[config.mk]
export PLATFORM = sky130hd
export DESIGN_NAME = rvcDecoder
export DESIGN_NICKNAME = d
export VERILOG_FILES = /design/src/hdl/rvcPkg.sv /design/src/hdl/rvcClassify.sv /design/src/hdl/rvcImmediate.sv /design/src/hdl/rvcControl.sv /design/src/hdl/rvcResultStage.sv /design/src/hdl/rvcDecoder.sv
export SDC_FILE = /design/constraint.sdc
export NUM_CORES = 1
export LEC_CHECK = 0
export ABC_AREA = 1
export BUFFER_PORTS_ARGS = -buffer_cell sky130_fd_sc_hd__buf_4
export CAP_MARGIN = 10
export CORE_MARGIN = 2
export CORE_UTILIZATION = 50
export DETAILED_ROUTE_END_ITERATION = 6
export PLACE_DENSITY = 0.79
export SLEW_MARGIN = 20
export SYNTH_ARGS = -nofsm -noshare
export SYNTH_HDL_FRONTEND = slang
export SYNTH_SLANG_ARGS = --single-unit
[constraint.sdc]
create_clock -name clk -period 2.5 [get_ports clk]
set_clock_uncertainty 0.2 [all_clocks]
set_input_delay 0.375 -clock clk [delete_from_list [all_inputs] [get_ports clk]]
set_output_delay 0.375 -clock clk [all_outputs]
set_load 0.005 [all_outputs]
[src/hdl/rvcPkg.sv]
package rvcPkg;

    localparam int RegAddrWidth = 4;   // Embedded core, x0-x15 only
    localparam int ImmWidth     = 32;
    localparam int NumOps       = 19;

    // One 16-bit word, read through two register field layouts
    typedef union packed {
        struct packed {
            logic [2:0] funct3;
            logic       bit12;
            logic [4:0] rd;     // Also rs1
            logic [4:0] rs2;
            logic [1:0] quad;
        } wide;
        struct packed {
            logic [2:0] funct3;
            logic       bit12;
            logic [1:0] funct2;    // Bits 11:10, ALU group select
            logic [2:0] rs1;       // Maps to x8-x15
            logic [1:0] funct2Lo;  // Bits 6:5, register-register opcode
            logic [2:0] rs2;       // Maps to x8-x15
            logic [1:0] quad;
        } compact;
    } rvcInstr_t;

    // Bit positions in the one-hot operation vector
    typedef enum logic [4:0] {
        OpJ,
        OpJal,
        OpJr,
        OpJalrEbreak,   // EBREAK when rs1 is x0
        OpBeqzBnez,
        OpLw,
        OpSw,
        OpLwsp,
        OpSwsp,
        OpAluMain,
        OpAndi,
        OpSraiSrli,
        OpAddiNop,
        OpSlli,
        OpLiLui,        // Same control row, immediate tells them apart
        OpMv,
        OpAdd,
        OpAddi4spn,
        OpAddi16sp
    } rvcOp_e;

    typedef logic [NumOps-1:0] rvcOpVec_t;  // All zero for an unknown word

    typedef enum logic [1:0] {
        AluBitwise = 2'b00,
        AluAddSub  = 2'b01,
        AluShift   = 2'b10,
        AluFlag    = 2'b11
    } aluCat_e;

    // Bitwise opcodes, 00 unused
    localparam logic [1:0] BtXor  = 2'b01;
    localparam logic [1:0] BtOr   = 2'b10;
    localparam logic [1:0] BtAnd  = 2'b11;
    // Add/sub and flag opcodes
    localparam logic [1:0] AfSubS = 2'b00;
    localparam logic [1:0] AfAdd  = 2'b01;
    localparam logic [1:0] AfSubU = 2'b10;
    localparam logic [1:0] AfEqu  = 2'b11;
    // Shift opcodes, 01 unused
    localparam logic [1:0] ShSll  = 2'b00;
    localparam logic [1:0] ShSrl  = 2'b10;
    localparam logic [1:0] ShSra  = 2'b11;

    typedef enum logic [1:0] {
        PcInc     = 2'b00,
        PcBranch  = 2'b01,
        PcJumpReg = 2'b10,
        PcJumpImm = 2'b11
    } pcMode_e;

    typedef enum logic [1:0] {
        LsuNone = 2'b00,
        LsuWord = 2'b01,
        LsuHalf = 2'b10,
        LsuByte = 2'b11
    } lsuWidth_e;

    localparam logic [RegAddrWidth-1:0] RegZero  = 4'd0;
    localparam logic [RegAddrWidth-1:0] RegLink  = 4'd1;   // ra
    localparam logic [RegAddrWidth-1:0] RegStack = 4'd2;   // sp

endpackage

[src/hdl/rvcClassify.sv]
module rvcClassify import rvcPkg::*; (
    input  rvcInstr_t instr,
    output rvcOpVec_t ops
);

    logic [3:0] opMain;     // {quadrant, funct3[2:1]}
    logic [1:0] opJumpAlu;  // {rs2 field zero, bit 12}
    logic       f3Lsb;      // funct3 bit 0, instruction bit 13
    logic       rdIsSp;

    assign opMain    = {instr.wide.quad, instr.wide.funct3[2:1]};
    assign opJumpAlu = {instr.wide.rs2 == 5'd0, instr.wide.bit12};
    assign f3Lsb     = instr.wide.funct3[0];
    assign rdIsSp    = instr.wide.rd == 5'(RegStack);

    always_comb begin
        ops = '0;  // Nothing raised for quadrant 3 or reserved slots
        case (opMain)
            // Quadrant 0
            4'b00_00: ops[OpAddi4spn] = 1'b1;
            4'b00_01: ops[OpLw] = 1'b1;
            4'b00_11: ops[OpSw] = 1'b1;
            // Quadrant 1
            4'b01_00: begin
                if (f3Lsb) ops[OpJal] = 1'b1;
                else       ops[OpAddiNop] = 1'b1;  // NOP is ADDI x0
            end
            4'b01_01: begin
                // LUI with rd == sp is ADDI16SP instead
                if (f3Lsb && rdIsSp) ops[OpAddi16sp] = 1'b1;
                else                 ops[OpLiLui] = 1'b1;
            end
            4'b01_10: begin
                if (f3Lsb) begin
                    ops[OpJ] = 1'b1;
                end else begin
                    case (instr.compact.funct2)
                        2'b11:   ops[OpAluMain] = 1'b1;   // SUB/XOR/OR/AND
                        2'b10:   ops[OpAndi] = 1'b1;
                        default: ops[OpSraiSrli] = 1'b1;  // Bit 10 picks SRA
                    endcase
                end
            end
            4'b01_11: ops[OpBeqzBnez] = 1'b1;  // Bit 13 picks BNEZ
            // Quadrant 2
            4'b10_00: ops[OpSlli] = 1'b1;
            4'b10_01: ops[OpLwsp] = 1'b1;
            4'b10_10: begin
                case (opJumpAlu)
                    2'b00: ops[OpMv] = 1'b1;
                    2'b01: ops[OpAdd] = 1'b1;
                    2'b10: ops[OpJr] = 1'b1;
                    2'b11: ops[OpJalrEbreak] = 1'b1;
                endcase
            end
            4'b10_11: ops[OpSwsp] = 1'b1;
            default: ;  // Reserved 00_10 and all of quadrant 3
        endcase
    end

endmodule

[src/hdl/rvcImmediate.sv]
module rvcImmediate import rvcPkg::*; (
    input  rvcInstr_t            instr,
    input  rvcOpVec_t            ops,
    output logic [ImmWidth-1:0] imm
);

    logic [15:0] i;  // Flat bits, the formats scramble across both views
    logic fmtA;      // ANDI, ADDI, LI: signed 6 bit
    logic fmtB;      // LWSP
    logic fmtC;      // J, JAL
    logic fmtD;      // Branch offset
    logic fmtE;      // ADDI16SP, scaled by 16
    logic fmtF;      // ADDI4SPN, scaled by 4
    logic fmtG;      // LW, SW
    logic fmtH;      // SWSP
    logic fmtI;      // Shift amount, unsigned
    logic fmtLui;    // Upper bits 17:12
    logic fmtAI;
    logic signLow;
    logic signHigh;

    assign i = instr;

    assign fmtA   = ops[OpAndi] | ops[OpAddiNop] | (ops[OpLiLui] & ~instr.wide.funct3[0]);
    assign fmtB   = ops[OpLwsp];
    assign fmtC   = ops[OpJ] | ops[OpJal];
    assign fmtD   = ops[OpBeqzBnez];
    assign fmtE   = ops[OpAddi16sp];
    assign fmtF   = ops[OpAddi4spn];
    assign fmtG   = ops[OpLw] | ops[OpSw];
    assign fmtH   = ops[OpSwsp];
    assign fmtI   = ops[OpSraiSrli] | ops[OpSlli];
    assign fmtLui = ops[OpLiLui] & instr.wide.funct3[0];  // LUI half of the pair
    assign fmtAI  = fmtA | fmtI;  // Same low bits, only extension differs

    // Bit 12 is the sign for every signed format
    assign signLow  = instr.wide.bit12 & (fmtA | fmtC | fmtD | fmtE);
    assign signHigh = signLow | (instr.wide.bit12 & fmtLui);

    // Each bit is an OR over the formats that feed it
    assign imm[0]  = i[2] & fmtAI;
    assign imm[1]  = i[3] & (fmtAI | fmtC | fmtD);
    assign imm[2]  = (i[4] & (fmtAI | fmtB | fmtC | fmtD)) | (i[9] & fmtH)
                   | (i[6] & (fmtF | fmtG));
    assign imm[3]  = (i[5] & (fmtAI | fmtB | fmtC | fmtF)) | (i[10] & (fmtD | fmtG | fmtH));
    assign imm[4]  = (i[6] & (fmtAI | fmtB | fmtE))
                   | (i[11] & (fmtC | fmtD | fmtF | fmtG | fmtH));
    assign imm[5]  = (i[12] & (fmtAI | fmtB | fmtF | fmtG | fmtH)) | (i[2] & (fmtC | fmtD | fmtE));
    assign imm[6]  = (i[12] & fmtA) | (i[5] & (fmtD | fmtE | fmtG)) | (i[2] & fmtB)
                   | (i[7] & (fmtC | fmtF | fmtH));
    assign imm[7]  = (i[12] & fmtA) | (i[6] & (fmtC | fmtD)) | (i[3] & (fmtB | fmtE))
                   | (i[8] & (fmtF | fmtH));
    assign imm[8]  = (i[12] & (fmtA | fmtD)) | (i[4] & fmtE) | (i[9] & (fmtC | fmtF));
    assign imm[9]  = (i[12] & (fmtA | fmtD | fmtE)) | (i[10] & (fmtC | fmtF));
    assign imm[10] = (i[12] & (fmtA | fmtD | fmtE)) | (i[8] & fmtC);
    assign imm[11] = signLow;
    assign imm[16:12] = fmtLui ? i[6:2] : {5{signLow}};  // LUI payload lands here
    assign imm[ImmWidth-1:17] = {(ImmWidth-17){signHigh}};

endmodule

[src/hdl/rvcControl.sv]
module rvcControl import rvcPkg::*; (
    input  rvcInstr_t                instr,
    input  rvcOpVec_t                ops,
    output logic [RegAddrWidth-1:0] rs1,
    output logic [RegAddrWidth-1:0] rs2,
    output logic [RegAddrWidth-1:0] rd,
    output logic                     lsuLoad,     // Load when set, else store
    output logic                     lsuSignExt,
    output lsuWidth_e                lsuWidth,
    output logic                     multiCycle,  // Load unit writes rd later
    output logic                     aluImm,      // ALU operand B from immediate
    output aluCat_e                  aluCat,
    output logic [1:0]               aluOp,
    output logic                     flagInv,
    output logic                     pcWriteback, // Link address to rd
    output pcMode_e                  pcMode,
    output logic                     legal
);

    logic                    useWide;
    logic [RegAddrWidth-1:0] rawRs1;
    logic [RegAddrWidth-1:0] rawRs2;
    logic [RegAddrWidth-1:0] rawRd;

    // Quadrant 2 and the low half of quadrant 1 carry full register fields
    assign useWide = instr.wide.quad[1] | (instr.wide.quad[0] & ~instr.wide.funct3[2]);
    assign rawRs1  = useWide ? instr.wide.rd[RegAddrWidth-1:0] : {1'b1, instr.compact.rs1};
    assign rawRs2  = useWide ? instr.wide.rs2[RegAddrWidth-1:0] : {1'b1, instr.compact.rs2};
    assign rawRd   = (ops[OpLw] | ops[OpAddi4spn]) ? rawRs2 : rawRs1;  // rd sits in rs2 slot

    assign legal = |ops;

    always_comb begin
        rs1         = rawRs1;
        rs2         = rawRs2;
        rd          = rawRd;
        lsuLoad     = 1'b0;  // Zero row doubles as the illegal word output
        lsuSignExt  = 1'b0;
        lsuWidth    = LsuNone;
        multiCycle  = 1'b0;
        aluImm      = 1'b0;
        aluCat      = AluBitwise;
        aluOp       = 2'b00;
        flagInv     = 1'b0;
        pcWriteback = 1'b0;
        pcMode      = PcInc;
        unique case (1'b1)
            ops[OpAluMain]: begin
                case (instr.compact.funct2Lo)
                    2'b00: begin aluCat = AluAddSub;  aluOp = AfSubS; end
                    2'b01: begin aluCat = AluBitwise; aluOp = BtXor;  end
                    2'b10: begin aluCat = AluBitwise; aluOp = BtOr;   end
                    2'b11: begin aluCat = AluBitwise; aluOp = BtAnd;  end
                endcase
            end
            ops[OpAndi]: begin
                aluImm = 1'b1;
                aluOp  = BtAnd;
            end
            ops[OpSraiSrli]: begin
                aluImm = 1'b1;
                aluCat = AluShift;
                aluOp  = instr.compact.funct2[0] ? ShSra : ShSrl;  // Bit 10
            end
            ops[OpSlli]: begin
                aluImm = 1'b1;
                aluCat = AluShift;
                aluOp  = ShSll;
            end
            ops[OpAddiNop], ops[OpAddi16sp]: begin
                aluImm = 1'b1;
                aluCat = AluAddSub;
                aluOp  = AfAdd;
            end
            ops[OpAdd]: begin aluCat = AluAddSub; aluOp = AfAdd; end
            ops[OpLiLui], ops[OpMv]: begin
                aluImm = ops[OpLiLui];  // Move takes rs2 instead
                aluOp  = BtOr;          // x0 | operand passes straight through
                rs1    = RegZero;
            end
            ops[OpAddi4spn]: begin
                aluImm = 1'b1;
                aluCat = AluAddSub;
                aluOp  = AfAdd;
                rs1    = RegStack;
            end
            ops[OpJ], ops[OpJal]: begin
                pcMode      = PcJumpImm;   // Immediate goes to the PC adder, ALU idle
                pcWriteback = ops[OpJal];
                rd          = ops[OpJal] ? RegLink : RegZero;
            end
            ops[OpJr], ops[OpJalrEbreak]: begin
                aluCat      = AluAddSub;
                aluOp       = AfAdd;
                pcMode      = PcJumpReg;
                pcWriteback = ops[OpJalrEbreak];
                rd          = ops[OpJalrEbreak] ? RegLink : RegZero;
            end
            ops[OpBeqzBnez]: begin
                aluCat  = AluFlag;
                aluOp   = AfEqu;               // Compare rs1 against x0
                flagInv = instr.wide.funct3[0]; // BNEZ
                pcMode  = PcBranch;
                rs2     = RegZero;
                rd      = RegZero;
            end
            ops[OpLw], ops[OpLwsp]: begin
                lsuLoad    = 1'b1;
                lsuWidth   = LsuWord;
                multiCycle = 1'b1;
                aluImm     = 1'b1;  // ALU forms the address
                aluCat     = AluAddSub;
                aluOp      = AfAdd;
            end
            ops[OpSw], ops[OpSwsp]: begin
                lsuWidth = LsuWord;
                aluImm   = 1'b1;  // rs2 still feeds the store data
                aluCat   = AluAddSub;
                aluOp    = AfAdd;
                rd       = RegZero;
                if (ops[OpSwsp]) rs1 = RegStack;
            end
            default: ;  // Unknown word keeps the zero row
        endcase
    end

endmodule

[src/hdl/rvcResultStage.sv]
module rvcResultStage import rvcPkg::*; (
    input  logic                    clk,
    input  logic                    reset,
    input  logic                    inValid,
    output logic                    inReady,
    output logic                    outValid,
    input  logic                    outReady,
    input  logic [RegAddrWidth-1:0] rs1, rs2, rd,
    input  logic [ImmWidth-1:0]     imm,
    input  logic                    lsuLoad, lsuSignExt, multiCycle, aluImm,
    input  lsuWidth_e               lsuWidth,
    input  aluCat_e                 aluCat,
    input  logic [1:0]              aluOp,
    input  logic                    flagInv, pcWriteback, legal,
    input  pcMode_e                 pcMode,
    output logic [RegAddrWidth-1:0] rs1Q, rs2Q, rdQ,
    output logic [ImmWidth-1:0]     immQ,
    output logic                    lsuLoadQ, lsuSignExtQ, multiCycleQ, aluImmQ,
    output lsuWidth_e               lsuWidthQ,
    output aluCat_e                 aluCatQ,
    output logic [1:0]              aluOpQ,
    output logic                    flagInvQ, pcWritebackQ, legalQ,
    output pcMode_e                 pcModeQ
);

    logic accept;

    assign inReady = ~outValid | outReady;  // Empty, or draining this edge
    assign accept  = inValid & inReady;

    always_ff @(posedge clk) begin
        if (reset) begin
            outValid     <= 1'b0;
            lsuLoadQ     <= 1'b0;
            lsuSignExtQ  <= 1'b0;
            lsuWidthQ    <= LsuNone;
            multiCycleQ  <= 1'b0;
            aluImmQ      <= 1'b0;
            aluCatQ      <= AluBitwise;
            aluOpQ       <= 2'b00;
            flagInvQ     <= 1'b0;
            pcWritebackQ <= 1'b0;
            pcModeQ      <= PcInc;
            legalQ       <= 1'b0;
        end else begin
            if (inReady) outValid <= inValid;  // Held while stalled
            if (accept) begin
                lsuLoadQ     <= lsuLoad;
                lsuSignExtQ  <= lsuSignExt;
                lsuWidthQ    <= lsuWidth;
                multiCycleQ  <= multiCycle;
                aluImmQ      <= aluImm;
                aluCatQ      <= aluCat;
                aluOpQ       <= aluOp;
                flagInvQ     <= flagInv;
                pcWritebackQ <= pcWriteback;
                pcModeQ      <= pcMode;
                legalQ       <= legal;
            end
        end
    end

    // Register addresses and immediate, loaded on every accept
    always_ff @(posedge clk) begin
        if (accept) begin
            rs1Q <= rs1;
            rs2Q <= rs2;
            rdQ  <= rd;
            immQ <= imm;
        end
    end

endmodule

[src/hdl/rvcDecoder.sv]
module rvcDecoder import rvcPkg::*; (
    input  logic                    clk,
    input  logic                    reset,
    input  logic                    inValid,
    output logic                    inReady,
    input  logic [15:0]             instr,
    output logic                    outValid,
    input  logic                    outReady,
    output logic [RegAddrWidth-1:0] rs1, rs2, rd,
    output logic [ImmWidth-1:0]     imm,
    output logic                    lsuLoad, lsuSignExt, multiCycle, aluImm,
    output lsuWidth_e               lsuWidth,
    output aluCat_e                 aluCat,
    output logic [1:0]              aluOp,
    output logic                    flagInv, pcWriteback, legal,
    output pcMode_e                 pcMode
);

    rvcInstr_t               word;
    rvcOpVec_t               ops;
    logic [RegAddrWidth-1:0] decRs1, decRs2, decRd;
    logic [ImmWidth-1:0]     decImm;
    logic                    decLsuLoad, decLsuSignExt, decMultiCycle, decAluImm;
    lsuWidth_e               decLsuWidth;
    aluCat_e                 decAluCat;
    logic [1:0]              decAluOp;
    logic                    decFlagInv, decPcWriteback, decLegal;
    pcMode_e                 decPcMode;

    assign word = instr;

    rvcClassify classify_i (.instr(word), .ops(ops));

    rvcImmediate immediate_i (.instr(word), .ops(ops), .imm(decImm));

    rvcControl control_i (
        .instr(word), .ops(ops), .rs1(decRs1), .rs2(decRs2), .rd(decRd),
        .lsuLoad(decLsuLoad), .lsuSignExt(decLsuSignExt), .lsuWidth(decLsuWidth),
        .multiCycle(decMultiCycle), .aluImm(decAluImm), .aluCat(decAluCat),
        .aluOp(decAluOp), .flagInv(decFlagInv), .pcWriteback(decPcWriteback),
        .pcMode(decPcMode), .legal(decLegal)
    );

    // One cycle from accept to outValid
    rvcResultStage resultStage_i (
        .clk(clk), .reset(reset), .inValid(inValid), .inReady(inReady),
        .outValid(outValid), .outReady(outReady),
        .rs1(decRs1), .rs2(decRs2), .rd(decRd), .imm(decImm),
        .lsuLoad(decLsuLoad), .lsuSignExt(decLsuSignExt), .multiCycle(decMultiCycle),
        .aluImm(decAluImm), .lsuWidth(decLsuWidth), .aluCat(decAluCat),
        .aluOp(decAluOp), .flagInv(decFlagInv), .pcWriteback(decPcWriteback),
        .legal(decLegal), .pcMode(decPcMode),
        .rs1Q(rs1), .rs2Q(rs2), .rdQ(rd), .immQ(imm),
        .lsuLoadQ(lsuLoad), .lsuSignExtQ(lsuSignExt), .multiCycleQ(multiCycle),
        .aluImmQ(aluImm), .lsuWidthQ(lsuWidth), .aluCatQ(aluCat), .aluOpQ(aluOp),
        .flagInvQ(flagInv), .pcWritebackQ(pcWriteback), .legalQ(legal),
        .pcModeQ(pcMode)
    );

endmodule

==> results.py, run 1 <==
metrics = {
    "outcome": {
        "status": "finished, final reports clean",
    },
    "floorplanning": {
        "initial_core_util_pct": 51.5,
        "die_y_um": 73.3,
        "boundaryPins": 81,
        "core.rowCount": 25,
        "die_area_mm2": 0.00537,
        "die_w_um": 73.3,
        "coreArea_mm2": 0.00466,
    },
    "power_and_ir_drop": {
        "ir_worst_vdd_mv": 0.263,
        "share_clk_of_total_power_pct": 27.0,
        "pwr-share-seq_pct": 52.9,
        "p_leak_uw": 0.00145,
        "powerDensity_mw_per_mm2": 527,
        "power_switching_uw": 430,
        "cell_internal_power_uw": 1160,
        "share_comb_of_total_power_pct": 20.0,
        "power.share.switching_pct": 27.1,
    },
    "global_route": {
        "antenna_violations_before_repair": 0,
        "overflow": 0,
        "grt.busiest_layer": "met2",
        "grt_pass1_wl_um": 9980,
        "grt_max_degree": 21,
        "grt_util_met1_pct": 32.1,
        "grt_use_total_pct": 24.6,
        "grt.met2_usage_pct": 40.2,
        "first_global_vias": 2029,
        "grt_use_met3_pct": 4.39,
    },
    "sta": {
        "timing_hold_violations_final": 0,
        "fin_tns_setup_ns": 0,
        "final_report_max_slew_violation_count": 0,
        "finalSetupViolCount": 0,
        "max_clock_freq_mhz": 565,
        "rsz_0062_raised_after_global_routing": "no",
        "postLayoutSetupSlackWorst_ns": 0.731,
        "period_share_pct": 70.8,
        "timing.final.crit_period_ns": 1.77,
    },
    "clock_network": {
        "cts_buffer_depth": 2,
        "clk_root_buffer_cell": "sky130_fd_sc_hd__clkbuf_8",
        "tritoncts": "yes",
        "cts_sinks": 43,
        "holdBufCountCts": 0,
        "cts.repair_timing.setup_buffer_count": 0,
        "cts.htree.levels": 2,
        "post_cts_resized": 0,
        "cts-buffers-inserted": 5,
        "clock_latency_of_the_later_clocked_register_in_the_worst_skew_pair_ns": 0.30,
        "clk_pin_slew_worst_paths_ns": 0.08,
    },
    "logic_synthesis": {
        "async_flop_share_pct": 0,
        "yosysWarnings": 0,
        "post_synth_most_frequent_cells": "sky130_fd_sc_hd__nand2_1, sky130_fd_sc_hd__nor2_1, sky130_fd_sc_hd__edfxtp_1, sky130_fd_sc_hd__inv_1, sky130_fd_sc_hd__nand3_1",
        "seq_area_frac_synth_pct": 48.4,
        "synth_largest_area_cell": "sky130_fd_sc_hd__edfxtp_1",
        "synth-edff-count": 30,
        "synthMostInstantiatedCell": "sky130_fd_sc_hd__nand2_1",
        "synthesis.area_mm2": 0.00240,
        "synthTopCellsByArea": "sky130_fd_sc_hd__edfxtp_1, sky130_fd_sc_hd__dfxtp_1, sky130_fd_sc_hd__nand2_1, sky130_fd_sc_hd__nor2_1, sky130_fd_sc_hd__nand3_1",
        "post_synth_num_cell_types": 30,
        "leading_register_cell_type_out_of_synthesis": "sky130_fd_sc_hd__edfxtp_1",
        "synth-seq-cells": 43,
        "synthDominantCellAreaShare_pct": 37.5,
        "synth_cells": 289,
        "avgSynthCellArea_um2": 8.31,
    },
    "drt": {
        "sum_of_routed_wire_length_over_all_layers_um": 6230,
        "avgViaCountPerCell": 5.35,
        "route.vias.total": 2200,
        "first_pass_iters": 5,
        "avgRoutedWirePerCell_um": 15.2,
        "drt-initial-drc-count": 221,
        "route.antenna.remaining_nets": 0,
        "number_of_drc_violations_after_detailed_routing": 0,
    },
    "setup_path": {
        "critical_path_required_ns": 2.49,
        "setup_crit_start_kind": "flop",
        "critPathKind": "reg -> reg",
        "cp.arrival_ns": 1.76,
        "peak_fanout_along_the_critical_path": 20,
        "cp-end-kind": "flop",
    },
    "hold_path": {
        "worstHoldPathType": "in -> reg",
    },
    "final_layout": {
        "fin_util_pct": 64.6,
        "antennaDiodeCount": 0,
        "filler_cell_count": 403,
        "flow.area_growth_from_synthesis_pct": 25.4,
        "layout_cells_sized_above_1_pct": 33.1,
        "num-nets-final": 376,
    },
    "place": {
        "hpwl_um": 4780,
        "place.gp.congestion": 0.909,
        "port_buffers": 78,
        "post-place-ws_ns": 0.541,
    },
    "flow_run": {
        "drv.max_cap_violation_count": 0,
    },
}
-- layer usage --
metal  vias up  wire length, µm
met5         -                0
met4         0              165
met3        17              445
met2       103             2920
met1      1001             2700
li1       1079                -
-- per-stage QoR --
| stage | total power (µW) | cells | cell area [µm²] | hold slack (ns) |
|---|---|---|---|---|
| global route | 1660 | 411 | 3010 | 0.0970 |
| floorplan | 1020 | 290 | 2400 | 0.262 |
| finish | 1590 | 411 | 3010 | 0.0963 |
| detailed placement | 1170 | 403 | 2930 | 0.259 |
| global placement | 1170 | 403 | 2930 | 0.258 |
| CTS | 1600 | 411 | 3010 | 0.0916 |
-- state kept, by name, indices dropped and copies added, names as in the netlist --
register and count:
resultStage_i.lsuWidthQ 1, resultStage_i.rs2Q 4, resultStage_i.legalQ 1, resultStage_i.aluOpQ 2, resultStage_i.immQ 18, resultStage_i.rdQ 4
resultStage_i.pcWritebackQ 1, resultStage_i.rs1Q 4, resultStage_i.multiCycleQ 1, resultStage_i.aluImmQ 1, resultStage_i.flagInvQ 1, resultStage_i.outValid 1
resultStage_i.pcModeQ 2, resultStage_i.aluCatQ 2
-- layout make-up --
cell class,instances,area [µm²],share of cell area (%)
clock buffer,5,68.8,2.29
clock inverter,3,15.0,0.499
inverter,34,128,4.24
multi-input combinational,192,971,32.2
sequential,43,1160,38.6
tap,54,67.6,2.24
timing repair buffer,80,601,19.9
-- cells by family after synthesis --
logic type	share of synthesized area, %
DFF	48.4
AOI/OAI and AO/OA	10.7
buffers and inverters	11.4
and+or+nand+nor	29.4
other	0.156
-- critical path, cell delays in order (launching register included) --
cell,delay [ns]
sky130_fd_sc_hd__dfxtp_1,0.32
sky130_fd_sc_hd__nand2_1,0.10
sky130_fd_sc_hd__nand2_1,0.20
sky130_fd_sc_hd__inv_1,0.25
sky130_fd_sc_hd__buf_4,0.29
sky130_fd_sc_hd__nand2_1,0.08
sky130_fd_sc_hd__nor2_1,0.15
sky130_fd_sc_hd__a21oi_2,0.07
-- worst paths after layout --
check | start | to | depth (start not counted) | slack (ns)
worst max-delay path | resultStage_i.outValid | resultStage_i.aluOpQ[0] | 7 | 0.73
worst min-delay path | reset | resultStage_i.multiCycleQ | 2 | 0.1
worst min register to register | resultStage_i.lsuWidthQ[0] | resultStage_i.lsuWidthQ[0] | 2 | 0.27
worst max register to register | resultStage_i.outValid | resultStage_i.aluOpQ[0] | 7 | 0.73
-- cell usage in the layout, fill, tap and decap left out, drive strengths merged --
cell    count
edfxtp     30
a21oi      17
nand3      27
o21ai      18
nor3        1
o21bai      1
nor2       52
nand2      55
a31oi       1
nand4       9
clkbuf      5
o211ai      4
o32ai       1
dfxtp      13
conb        2
inv        33
or2         1
nor4        3
clkinv      4
buf        80
-- power by group through the flow --
stage	clock network, µW	logic, µW	registers (µW)
CTS	438	318	841
detailed placement	0	318	857
global route	463	353	846
floorplan	0	161	862
finish	429	318	841
global placement	0	313	855
(Power assumes the default switching activity.)
==> run 2, diff against run 1 <==
- CORE_UTILIZATION: 50 -> 45
- PLACE_DENSITY: 0.79 -> 0.76
- clock period: 2.5 -> 1.6 ns (I/O delays scaled with it)
==> run 2 against run 1 <==
Compared with the run above: sequential power is 56% higher; wire length is 5.6% higher; combinational power grew 77%; sequential share of layout area shrank 3.9 points; critical path type is now reg -> out; highest routed layer unchanged.
==> results.py, run 2 (synthesis gave the netlist of run 1 again) <==
metrics = {
    "final_layout": {
        "register_with_the_highest_flop_count": "resultStage_i.immQ",
        "footprint_of_the_flip_flops_and_latches_mm2": 0.00116,
        "final-instance-count-excl-fill": 466,
        "multi_input_comb_area_um2": 971,
        "layout_commonest_cell": "sky130_fd_sc_hd__buf_4",
        "antennaDiodeCount": 0,
        "largest_register_ffs": 18,
        "finish.instance_area_mm2": 0.00335,
        "flow.area_growth_from_synthesis_pct": 39.6,
        "layout_common_cells": "sky130_fd_sc_hd__buf_4, sky130_fd_sc_hd__nand2_1, sky130_fd_sc_hd__nor2_1, sky130_fd_sc_hd__edfxtp_1, sky130_fd_sc_hd__inv_1",
        "num-nets-final": 415,
        "filler_cell_count": 438,
        "layout_cells_sized_above_1_pct": 38.9,
    },
    "setup_path": {
        "critical_path_required_ns": 1.16,
        "max_stage_delay_ns": 0.59,
        "critical_path.cell_chain": "buf_4",
        "cp.arrival_ns": 1.09,
        "timing.critical_path.slowest_stage_cell": "sky130_fd_sc_hd__edfxtp_1",
        "setup_crit_start_kind": "flop",
        "cp-end-kind": "output port",
        "critPathKind": "reg -> out",
        "timing.critical_path.buf_inv": 1,
        "peak_fanout_along_the_critical_path": 15,
        "critPathTopFamily": "flip-flops",
    },
    "place": {
        "place.gp.congestion": 1.06,
        "placed_cells_incl_taps": 457,
        "port_buffers": 78,
        "hpwl_um": 5090,
        "dpl_cell_area_mm2": 0.00326,
    },
    "power_and_ir_drop": {
        "p_leak_uw": 0.00163,
        "power.share.switching_pct": 27.3,
        "share_comb_of_total_power_pct": 22.0,
        "cell_internal_power_uw": 1860,
        "powerDensity_mw_per_mm2": 763,
        "ir_worst_vdd_mv": 0.409,
        "power_switching_uw": 698,
        "pwr-share-seq_pct": 51.4,
        "share_clk_of_total_power_pct": 26.6,
    },
    "clock_network": {
        "clk_root_buffer_cell": "sky130_fd_sc_hd__clkbuf_8",
        "cts_buffer_depth": 2,
        "clk_pin_slew_worst_paths_ns": 0.08,
        "clock_latency_of_the_later_clocked_register_in_the_worst_skew_pair_ns": 0.31,
        "cts.htree.levels": 2,
        "cts-buffers-inserted": 5,
        "cts_sinks": 43,
        "tritoncts": "yes",
        "cts.repair_timing.setup_buffer_count": 0,
    },
    "hold_path": {
        "worstHoldPathType": "in -> reg",
    },
    "outcome": {
        "status": "finished, final reports clean",
    },
    "floorplanning": {
        "die_w_um": 77.0,
        "coreArea_mm2": 0.00514,
        "die_area_mm2": 0.00594,
        "initial_core_util_pct": 46.7,
        "boundaryPins": 81,
        "core.rowCount": 26,
        "die_y_um": 77.0,
    },
    "drt": {
        "first_pass_iters": 4,
        "sum_of_routed_wire_length_over_all_layers_um": 6580,
        "number_of_drc_violations_after_detailed_routing": 0,
        "route.antenna.remaining_nets": 0,
        "avgViaCountPerCell": 5.11,
        "avgRoutedWirePerCell_um": 14.1,
        "route.vias.total": 2383,
        "drt-initial-drc-count": 227,
    },
    "sta": {
        "finalSetupViolCount": 0,
        "rsz_0062_raised_after_global_routing": "no",
        "final_report_max_slew_violation_count": 0,
        "period_share_pct": 95.9,
        "timing.final.crit_period_ns": 1.53,
        "max_clock_freq_mhz": 652,
        "finalHoldWorstSlack_ns": 0.0336,
        "timing_hold_violations_final": 0,
    },
    "global_route": {
        "grt_pass1_wl_um": 10700,
        "grt_max_degree": 26,
        "overflow": 0,
        "grt_use_total_pct": 22.7,
        "first_global_vias": 2304,
        "antenna_violations_before_repair": 0,
    },
    "flow_run": {
        "drv.max_cap_violation_count": 0,
    },
}
run 2: cell count changes in the layout (fill, tap and decap cells not counted):
cell,previous run,this run
sky130_fd_sc_hd__dlygate4sd3_1,0,1
sky130_fd_sc_hd__clkinvlp_4,0,1
sky130_fd_sc_hd__clkinv_2,3,0
sky130_fd_sc_hd__clkinv_1,1,3
sky130_fd_sc_hd__buf_4,80,116
sky130_fd_sc_hd__buf_12,0,2
run 2: final cells by class:
class / instances / share of cell area (%)
timing repair buffer: 119 / 27.5
multi-input combinational: 192 / 29.0
tap: 70 / 2.61
sequential: 43 / 34.6
clock buffer: 5 / 2.05
clock inverter: 3 / 0.448
inverter: 34 / 3.81
run 2: what timing repair did:
item / CTS / global route
hold buffers: 1 / 0
resized for setup: 0 / 0
endpoints found under the hold margin: 4 / 0
run 2: power groups by stage:
stage	Combinational (µW)	Sequential (µW)	Clock (µW)
after floorplan	253	1350	0
after global placement	544	1340	0
after detailed placement	556	1340	0
after CTS	562	1310	675
after global routing	611	1320	710
final	563	1310	680
run 2: layer usage:
layer  GRT usage [%]  vias to the layer above  share of wire [%]
met2            39.4                      120                 49
met3            4.47                       22                8.1
met1            27.2                     1079                 39
met4            10.2                        0                3.7
met5               0                        -                  0
li1                -                     1162                  -
run 2: path summary, 6_finish.rpt:
check	from	endpoint	slack, ns	cells past startpoint
min	outReady	resultStage_i.outValid	0.03	4
min reg2reg	resultStage_i.flagInvQ	resultStage_i.flagInvQ	0.27	2
max	resultStage_i.immQ[17]	imm[20]	0.07	1
max reg2reg	resultStage_i.outValid	resultStage_i.legalQ	0.13	8
run 2: through the flow:
stage          total power (µW)  utilization (%)  worst slack (ns)  TNS (ns)
6_report                   2560             65.2            0.0655         0
4_1_cts                    2550             65.2            0.0638         0
3_3_place_gp               1880             63.4           -0.0521    -0.514
3_5_place_dp               1890             63.4           -0.0850     -1.21
5_1_grt                    2640             65.2           0.00838         0
2_1_floorplan              1600                -            0.0616         0
==> run 3, diff against run 2 <==
- CORE_UTILIZATION: 45 -> 50
- PLACE_DENSITY: 0.76 -> unset
- PLACE_DENSITY_LB_ADDON: unset -> 0.25
- clock period: 1.6 -> 1.5 ns (I/O delays scaled with it)
==> run 3 against run 2 <==
Compared with the run above: hold slack gained 0.065 ns; register-to-register slack about the same; total power is 8.0% higher.
==> results.py, run 3 (synthesis gave the netlist of run 1 again) <==
metrics = {
    "final_layout": {
        "layout_commonest_cell": "sky130_fd_sc_hd__buf_4",
        "layout_cells_sized_above_1_pct": 42.3,
        "finish.instance_area_mm2": 0.00350,
        "flow.area_growth_from_synthesis_pct": 45.9,
        "register_with_the_highest_flop_count": "resultStage_i.immQ",
        "largest_register_ffs": 18,
        "layout_common_cells": "sky130_fd_sc_hd__buf_4, sky130_fd_sc_hd__nand2_1, sky130_fd_sc_hd__nor2_1, sky130_fd_sc_hd__edfxtp_1, sky130_fd_sc_hd__inv_1",
        "num-nets-final": 435,
        "fin_util_pct": 75.1,
        "antennaDiodeCount": 0,
    },
    "clock_network": {
        "cts-buffers-inserted": 5,
        "cts.htree.levels": 2,
        "clk_pin_slew_worst_paths_ns": 0.08,
        "tritoncts": "yes",
        "clock_latency_of_the_later_clocked_register_in_the_worst_skew_pair_ns": 0.29,
        "cts_sinks": 43,
        "clk_root_buffer_cell": "sky130_fd_sc_hd__clkbuf_8",
        "cts_buffer_depth": 2,
    },
    "power_and_ir_drop": {
        "ir_worst_vdd_mv": 0.593,
        "powerDensity_mw_per_mm2": 788,
        "p_leak_uw": 0.00174,
        "total_power_uw": 2760,
    },
    "setup_path": {
        "setup.worst_path.end": "imm[24]",
        "worst_r2r_path_depth": 4,
        "critical_path.reg2reg.endpoint": "resultStage_i.immQ[1]",
        "setup_crit_start_kind": "flop",
        "reg2reg_from": "resultStage_i.outValid",
        "r2r_slack_ns": 0.13,
        "path_depth": 2,
        "critical_path.cell_chain": "buf_12, buf_4",
        "critical_path.startpoint": "resultStage_i.immQ[17]",
        "timing.critical_path.slowest_stage_cell": "sky130_fd_sc_hd__edfxtp_1",
        "critical_path_required_ns": 1.07,
        "peak_fanout_along_the_critical_path": 15,
        "max_stage_delay_ns": 0.43,
        "cp-end-kind": "output port",
        "timing.critical_path.buf_inv": 2,
        "critPathTopFamily": "flip-flops",
        "cp.arrival_ns": 1.03,
        "critPathKind": "reg -> out",
    },
    "drt": {
        "route.vias.total": 2423,
        "number_of_drc_violations_after_detailed_routing": 0,
        "avgRoutedWirePerCell_um": 15.1,
        "drt-initial-drc-count": 234,
        "first_pass_iters": 5,
        "sum_of_routed_wire_length_over_all_layers_um": 7110,
        "avgViaCountPerCell": 5.16,
        "route.antenna.remaining_nets": 0,
    },
    "place": {
        "place.gp.congestion": 0.931,
        "port_buffers": 78,
        "dpl_cell_area_mm2": 0.00338,
        "hpwl_um": 5740,
    },
    "outcome": {
        "status": "finished, final reports clean",
    },
    "floorplanning": {
        "coreArea_mm2": 0.00466,
        "boundaryPins": 81,
        "die_y_um": 73.3,
        "die_w_um": 73.3,
        "initial_core_util_pct": 51.5,
        "core.rowCount": 25,
        "die_area_mm2": 0.00537,
    },
    "global_route": {
        "grt_max_degree": 21,
        "first_global_vias": 2231,
        "antenna_violations_before_repair": 0,
        "grt_pass1_wl_um": 10700,
        "overflow": 0,
        "grt_use_total_pct": 27.0,
    },
    "sta": {
        "finalSetupViolCount": 0,
        "final_report_max_slew_violation_count": 0,
        "max_clock_freq_mhz": 689,
        "timing_hold_violations_final": 0,
        "timing.final.crit_period_ns": 1.45,
        "period_share_pct": 96.7,
        "rsz_0062_raised_after_global_routing": "no",
    },
    "hold_path": {
        "worstHoldPathCells": 5,
        "worstHoldPathType": "in -> reg",
    },
    "flow_run": {
        "drv.max_cap_violation_count": 0,
    },
}
-- run 3: layout make-up --
class                           instances  area (µm²)
Clock buffer                            5        68.8
Clock inverter                          3        15.0
Fill cell                             358        1160
Inverter                               34         128
Multi-Input combinational cell        192         971
Sequential cell                        43        1160
Tap cell                               54        67.6
Timing Repair Buffer                  139        1090
-- run 3: worst min-delay path, cell delays in order --
cell and delay, ns:
sky130_fd_sc_hd__buf_4 0.07, sky130_fd_sc_hd__inv_1 0.03, sky130_fd_sc_hd__nand2_1 0.06, sky130_fd_sc_hd__buf_4 0.11, sky130_fd_sc_hd__a21oi_1 0.05
-- run 3: repair_timing --
item	in CTS	in global routing
resized for setup	1	3
endpoints found under the hold margin	4	0
setup endpoints to repair	22	38
hold buffers	1	0
buffers inserted	1	0
-- run 3: per-layer routing --
layer  vias up  global-route usage, %  share of wire, %
met4         0                   11.1               2.6
met5         -                      0                 0
met2       110                   48.5                50
met3        18                   4.12               6.6
met1      1098                   32.1                40
li1       1197                      -                 -
-- run 3: how the worst min path moves through the flow --
stage	start	to	slack, ns
finish	outReady	resultStage_i.outValid	0.1
global route	instr[12]	resultStage_i.immQ[5]	0.13
CTS	outReady	resultStage_i.outValid	0.1
detailed placement	resultStage_i.lsuWidthQ[0]	resultStage_i.lsuWidthQ[0]	0.26
global placement	resultStage_i.lsuWidthQ[0]	resultStage_i.lsuWidthQ[0]	0.26
floorplan	instr[4]	resultStage_i.immQ[2]	0.20
-- run 3: through the flow --
step / TNS (ns) / instances / worst slack, ns / hold WS (ns)
after global placement: -3.37 / 460 / -0.175 / 0.256
after floorplan: 0 / 290 / 0.00706 / 0.204
after global routing: 0 / 470 / 0.0115 / 0.129
after detailed placement: -3.98 / 460 / -0.221 / 0.259
final: 0 / 470 / 0.0491 / 0.0986
after CTS: 0 / 470 / 0.0535 / 0.0969
-- run 3: where the power goes --
| part | leakage, µW | internal [µW] | switching [µW] |
|---|---|---|---|
| clock network | 0.0000392 | 316 | 390 |
| logic | 0.00129 | 333 | 326 |
| registers | 0.000406 | 1370 | 28.5 |
